$ cat src/hw/panel_pkg.sv
`default_nettype none

package panel_pkg;

    // machine word and memory field widths
    localparam int word_bits = 12;
    localparam int field_bits = 3;

    // only the low address bits reach the small core memory
    localparam int mem_words = 256;
    localparam int addr_bits = $clog2(mem_words);

    localparam int display_count = 6;
    localparam int key_count = 7;
    localparam int led_bits = 5;

    // 2**20 cycles is roughly 20 ms with a 50 MHz clock
    localparam int hold_bits_default = 20;

    // selector indicator patterns, one per display source
    localparam logic [led_bits-1:0] led_pc = 5'b01100;
    localparam logic [led_bits-1:0] led_ma = 5'b01010;
    localparam logic [led_bits-1:0] led_mb = 5'b01001;
    localparam logic [led_bits-1:0] led_ac = 5'b10100;
    localparam logic [led_bits-1:0] led_fields = 5'b10010;
    localparam logic [led_bits-1:0] led_sr = 5'b10001;

    typedef logic [word_bits-1:0] word_t;

    // key flags sit below trigger in the same order as the key inputs
    typedef struct packed {
        logic trigger;
        logic clear;
        logic extd_addr;
        logic addr_load;
        logic dep;
        logic exam;
        logic cont;
        logic dsel;
    } panel_cmd_t;

    // register set offered to the lamps, pc in the top word
    typedef struct packed {
        word_t pc;
        word_t ma;
        word_t mb;
        word_t ac;
        word_t fields;
        word_t sr;
    } panel_regs_t;

endpackage

`default_nettype wire

$ cat src/hw/switch_conditioner.sv
`default_nettype none

module switch_conditioner #(
    parameter int hold_bits = panel_pkg::hold_bits_default
) (
    input  logic                                clk,
    input  logic                                reset,
    input  logic [panel_pkg::key_count-1:0]     keys,
    output panel_pkg::panel_cmd_t               cmd,
    output logic                                busy,
    output logic [panel_pkg::display_count-1:0] dsel
);
    import panel_pkg::*;

    typedef enum logic [2:0] {
        st_latch,
        st_arm,
        st_pulse,
        st_rotate,
        st_settle,
        st_lockout,
        st_reenable
    } state_t;

    state_t state;
    logic [key_count-1:0] latched;
    panel_cmd_t armed_cmd;
    logic rotate_req;
    logic [hold_bits-1:0] hold_cnt;

    // command word built from whatever keys were caught in the latch
    assign armed_cmd = {1'b1, latched};

    always_ff @(posedge clk)
    begin
        if (reset)
        begin
            state <= st_latch;
            latched <= '0;
            rotate_req <= 1'b0;
            hold_cnt <= '0;
            cmd <= '0;
            busy <= 1'b0;
            dsel <= {1'b1, {(display_count - 1){1'b0}}};
        end
        else
        begin
            // the lockout counter runs for as long as busy is up
            if (busy)
            begin
                hold_cnt <= hold_cnt + 1'b1;
            end

            case (state)
                st_latch:
                begin
                    // presses pile up here, several keys may land in one command
                    latched <= latched | keys;
                    if (latched != '0)
                    begin
                        state <= st_arm;
                    end
                end
                st_arm:
                begin
                    cmd <= armed_cmd;
                    rotate_req <= armed_cmd.dsel;
                    latched <= '0;
                    state <= st_pulse;
                end
                st_pulse:
                begin
                    // cmd is high for this one cycle only
                    cmd <= '0;
                    busy <= 1'b1;
                    hold_cnt <= '0;
                    state <= st_rotate;
                end
                st_rotate:
                begin
                    // advance to the next display source, pc wraps in after sr
                    if (rotate_req)
                    begin
                        dsel <= {dsel[0], dsel[display_count-1:1]};
                    end
                    rotate_req <= 1'b0;
                    state <= st_settle;
                end
                st_settle:
                begin
                    // console and display are steady from here on
                    state <= st_lockout;
                end
                st_lockout:
                begin
                    if (hold_cnt == '1)
                    begin
                        busy <= 1'b0;
                        state <= st_reenable;
                    end
                end
                st_reenable:
                begin
                    // one quiet cycle before new presses are taken
                    state <= st_latch;
                end
                default:
                begin
                    state <= st_latch;
                end
            endcase
        end
    end

endmodule

`default_nettype wire

$ cat src/hw/panel_console.sv
`default_nettype none

module panel_console (
    input  logic                   clk,
    input  logic                   reset,
    input  panel_pkg::panel_cmd_t  cmd,
    input  panel_pkg::word_t       sr,
    output panel_pkg::panel_regs_t regs,
    output logic                   run_req
);
    import panel_pkg::*;

    word_t pc;
    word_t ma;
    word_t mb;
    logic [field_bits-1:0] inst_field;
    logic [field_bits-1:0] data_field;

    word_t mem [mem_words];
    word_t rd_word;
    logic exam_pending;

    logic [addr_bits-1:0] addr;
    logic do_dep;
    logic do_exam;

    // deposit and examine both work at the current pc
    assign addr = pc[addr_bits-1:0];
    assign do_dep = cmd.trigger & cmd.dep;
    assign do_exam = cmd.trigger & cmd.exam;

    // core memory with a registered read port
    always_ff @(posedge clk)
    begin
        if (do_dep)
        begin
            mem[addr] <= sr;
        end
        rd_word <= mem[addr];
    end

    always_ff @(posedge clk)
    begin
        if (reset)
        begin
            pc <= '0;
            ma <= '0;
            mb <= '0;
            inst_field <= '0;
            data_field <= '0;
            exam_pending <= 1'b0;
            run_req <= 1'b0;
        end
        else
        begin
            run_req <= cmd.trigger & cmd.cont;

            // the examined word comes back one cycle after the command
            exam_pending <= do_exam;
            if (exam_pending)
            begin
                mb <= rd_word;
            end

            if (cmd.trigger)
            begin
                if (cmd.clear)
                begin
                    mb <= '0;
                end

                if (cmd.extd_addr)
                begin
                    inst_field <= sr[2*field_bits-1:field_bits];
                    data_field <= sr[field_bits-1:0];
                end

                if (cmd.addr_load)
                begin
                    pc <= sr;
                end

                // a deposit or examine in the same command overrides the loaded pc
                // with the incremented old pc
                if (cmd.dep)
                begin
                    ma <= pc;
                    mb <= sr;
                    pc <= pc + 1'b1;
                end

                if (cmd.exam)
                begin
                    ma <= pc;
                    pc <= pc + 1'b1;
                end
            end
        end
    end

    assign regs.pc = pc;
    assign regs.ma = ma;
    assign regs.mb = mb;
    // only the processor loads the accumulator, so the console always shows it cleared
    assign regs.ac = '0;
    assign regs.fields = {{(word_bits - 2 * field_bits){1'b0}}, inst_field, data_field};
    assign regs.sr = sr;

endmodule

`default_nettype wire

$ cat src/hw/display_select.sv
`default_nettype none

module display_select (
    input  logic [panel_pkg::display_count-1:0] dsel,
    input  panel_pkg::panel_regs_t              regs,
    output panel_pkg::word_t                    lamps,
    output logic [panel_pkg::led_bits-1:0]      dsel_led
);
    import panel_pkg::*;

    // register lamps follow the one-hot selection, anything odd shows pc
    always_comb
    begin
        case (dsel)
            6'b100000: lamps = regs.pc;
            6'b010000: lamps = regs.ma;
            6'b001000: lamps = regs.mb;
            6'b000100: lamps = regs.ac;
            6'b000010: lamps = regs.fields;
            6'b000001: lamps = regs.sr;
            default:   lamps = regs.pc;
        endcase
    end

    // indicator lamps, matching the fallback above
    always_comb
    begin
        case (dsel)
            6'b100000: dsel_led = led_pc;
            6'b010000: dsel_led = led_ma;
            6'b001000: dsel_led = led_mb;
            6'b000100: dsel_led = led_ac;
            6'b000010: dsel_led = led_fields;
            6'b000001: dsel_led = led_sr;
            default:   dsel_led = led_pc;
        endcase
    end

endmodule

`default_nettype wire

$ cat src/hw/panel_top.sv
`default_nettype none

module panel_top #(
    parameter int hold_bits = panel_pkg::hold_bits_default
) (
    input  logic                            clk,
    input  logic                            reset,
    input  logic [panel_pkg::key_count-1:0] keys,
    input  panel_pkg::word_t                sr,
    output panel_pkg::word_t                lamps,
    output logic [panel_pkg::led_bits-1:0]  dsel_led,
    output logic                            run_req,
    output logic                            busy
);
    import panel_pkg::*;

    panel_cmd_t cmd;
    panel_regs_t regs;
    logic [display_count-1:0] dsel;

    switch_conditioner #(
        .hold_bits (hold_bits)
    ) u_switch_conditioner (
        .clk   (clk),
        .reset (reset),
        .keys  (keys),
        .cmd   (cmd),
        .busy  (busy),
        .dsel  (dsel)
    );

    panel_console u_panel_console (
        .clk     (clk),
        .reset   (reset),
        .cmd     (cmd),
        .sr      (sr),
        .regs    (regs),
        .run_req (run_req)
    );

    display_select u_display_select (
        .dsel     (dsel),
        .regs     (regs),
        .lamps    (lamps),
        .dsel_led (dsel_led)
    );

endmodule

`default_nettype wire

$ cat config.mk
export PLATFORM = sky130hd
export DESIGN_NAME = panel_top
export DESIGN_NICKNAME = d
export VERILOG_FILES = /design/src/hw/panel_pkg.sv /design/src/hw/switch_conditioner.sv /design/src/hw/panel_console.sv /design/src/hw/display_select.sv /design/src/hw/panel_top.sv
export SDC_FILE = /design/constraint.sdc
export NUM_CORES = 2
export LEC_CHECK = 0
export ABC_AREA = 1
export BUFFER_PORTS_ARGS = -buffer_cell sky130_fd_sc_hd__clkbuf_2
export CAP_MARGIN = 30
export CORE_MARGIN = 2
export CORE_UTILIZATION = 50
export DETAILED_ROUTE_END_ITERATION = 16
export PLACE_DENSITY = 0.65
export SLEW_MARGIN = 20
export SYNTH_ARGS = -nofsm -noshare
export SYNTH_HDL_FRONTEND = slang
export SYNTH_HIERARCHICAL = 1
export SYNTH_SLANG_ARGS = --single-unit
export TNS_END_PERCENT = 30
$ cat constraint.sdc
create_clock -name clk -period 5.45 [get_ports clk]
set_clock_uncertainty 0.05 [all_clocks]
set_input_delay 0.8175 -clock clk [delete_from_list [all_inputs] [get_ports clk]]
set_output_delay 0.8175 -clock clk [all_outputs]
set_load 0.01 [all_outputs]
==> key figures <==
Clocking
  – Clock Path Buffers: 4
  – Worst-Skew Late Latency: 0.94 ns
  – Setup Buffers After CTS: 0
  – Htree depth: 5
  – TritonCTS sink count: 3173
  – CTS tree: yes
  – Hold buffers post-CTS: 0
  – PostCTS Resize Cnt: 0
  – CTS Root Cell: clkbuf_16
  – Num CTS Buffers: 333
  – Clock transition at path regs: 0.06 ns

Timing
  – RSZ-0062 raised after global routing: no
  – Final Slew Violations: 0
  – Fin crit share: 78.1%
  – Slew margin rel.: 30.0%
  – Setup WS post-layout: 1.19 ns
  – Tmin final: 4.26 ns
  – Worst Tran Pin Value: 1.05 ns
  – Final hold vios: 0
  – Fin Setup TNS: 0 ns
  – FMAX: 235 MHz
  – Final setup fails: 0

Routing
  – DR vias: 94100
  – DRT iter0 DRCs: 12200
  – Max Used Layer: met5
  – Final ANT Viol Nets: 0
  – Wirelength, routed: 389000 um
  – Met1 wire length: 157000 um
  – Met2 routed WL: 178000 um
  – Drt pass-1 iters: 6
  – Drt wl/cell: 22.7 um
  – DRC viols: 0
  – Via density: 5.49
  – Met3 WL: 39100 um

Pwr
  – Cell area power density: 367 nW/um2
  – Peak supply drop: 263 uV
  – Leakage: 61.0 nW

Min path
  – WHS Path Cells: 3
  – Hold Path Class: in2reg

Global routing
  – GRT Util Overall: 27.9%
  – Vias in the first global route: 89100
  – Initial antenna violation count: 27
  – First-pass GRT wire length: 575000 um
  – Remaining Overflow, GRT: 0
  – Largest net degree at the start of global routing: 198

Layout
  – Layout area overhead: 11.5%
  – Share of cells above drive strength 1: 7.06%
  – Non-Filler Instances: 17100
  – Nets: 13300
  – # fillers: 22600

Logic synthesis
  – Gate Count Post-Synth: 13200
  – Post-Syn Area per Cell: 10.2 um2
  – Syn. warnings: 6
  – Synthesized cell area: 135000 um2

Floorplanning
  – Core ar.: 269000 um2
  – Die ar.: 275000 um2
  – Die W: 524 um
  – Row cnt: 190
  – Initial Util: 50.4%
  – IO Pins: 40
  – Die Y: 524 um

Critical path
  – Kind of critical path: reg2reg
  – CP Capture Type: register
  – CP startpoint kind: register
  – Crit path max fanout: 197
  – Worst path required time: 6.20 ns
  – Critical Path AT: 5.00 ns
  – R2R depth: 13

Placement
  – Number of port buffers: 39
  – DP HPWL: 223000 um
  – Routability cong.: 0.895
  – Placed insts: 16500
  – Pre-CTS WS: 1.38 ns

Run status
  – Status: completed

Job
  – Maxcap violations: 0
==> state kept, by name (all words and copies together) (netlist names) <==
signal                           count
u_panel_console/pc                  12
u_panel_console/mem               3072
u_switch_conditioner/hold_cnt       20
u_panel_console/data_field           3
u_switch_conditioner/latched         7
u_switch_conditioner/dsel            6
u_switch_conditioner/state           3
u_panel_console/ma                  12
u_panel_console/inst_field           3
u_switch_conditioner/cmd             7
u_panel_console/mb                  12
u_panel_console/rd_word             12
u_panel_console/run_req              1
u_panel_console/exam_pending         1
u_switch_conditioner/busy            1
u_switch_conditioner/rotate_req      1
==> through the flow <==
step | instance area (um2) | utilization (%) | hold slack [ns] | power [mW]
after floorplan | 135000 | - | 0.370 | 30.8
after global placement | 140000 | 52.1 | 0.397 | 33.3
after detailed placement | 140000 | 52.2 | 0.389 | 33.4
after CTS | 151000 | 56.1 | 0.0441 | 55.5
after global routing | 151000 | 56.2 | 0.112 | 56.9
final | 151000 | 56.2 | 0.105 | 55.4
==> worst paths after layout <==
path | start | endpoint | slack, ns
setup / recovery | u_panel_console/pc[0] | u_panel_console/rd_word[0] | 1.19
hold / removal | keys[6] | u_switch_conditioner/latched[6] | 0.11
setup reg to reg | u_panel_console/pc[0] | u_panel_console/rd_word[0] | 1.19
hold reg to reg | u_switch_conditioner/cmd[1] | u_panel_console/run_req | 0.39
==> layout by cell type, fill, tap and decap left out, drive strengths merged <==
cell / count
nand4: 47
o21ai: 907
a22o: 1
nand3b: 5
dfxtp: 101
clkinvlp: 10
bufinv: 27
xnor2: 2
or2: 2
clkbuf: 454
nor2: 1330
edfxtp: 3072
a21oi: 54
nand2: 5142
nand3: 596
conb: 18
o22ai: 1
clkinv: 130
diode: 7
nor3: 23
a211oi: 3
inv: 1216
buf: 407
xor2: 3
a21boi: 1
ha: 5
a31oi: 4
o32ai: 1
a221oi: 2
==> layer usage <==
layer | GRT usage [%] | vias up
met2 | 43.8 | 4615
met5 | 0 | -
met4 | 10.4 | 22
met1 | 39.4 | 45500
li1 | - | 43200
met3 | 4.81 | 747
==> where the power goes <==
group          switching [mW]  internal, mW
registers               0.270          26.8
logic                    4.56          1.34
clock network            9.50          12.8
==> critical path: stages, from the launching register on <==
cell and delay [ns]:
dfxtp_4 0.43, inv_8 0.60, buf_12 0.67, nand2_1 0.10, nand3_1 0.11, nand2_1 0.07
nand2_1 0.05, nand2_1 0.26, o21ai_1 0.55, nand2_1 0.31, nor2_1 0.16, nor2_1 0.06
nor2_1 0.28, nand2_1 0.09
==> layout make-up <==
type                            instances  area [um2]  area share (%)
Inverter                             1208        4550            3.02
Tap cell                             3552        4440            2.95
Timing Repair Buffer                  434        3870            2.57
Clock inverter                        175        1720            1.14
Antenna cell                            7        17.5          0.0116
Sequential cell                      3173       94300            62.5
Multi-Input combinational cell       8147       33100            21.9
Clock buffer                          427        8900            5.90
Note: power is estimated with default switching activity, not from simulation.
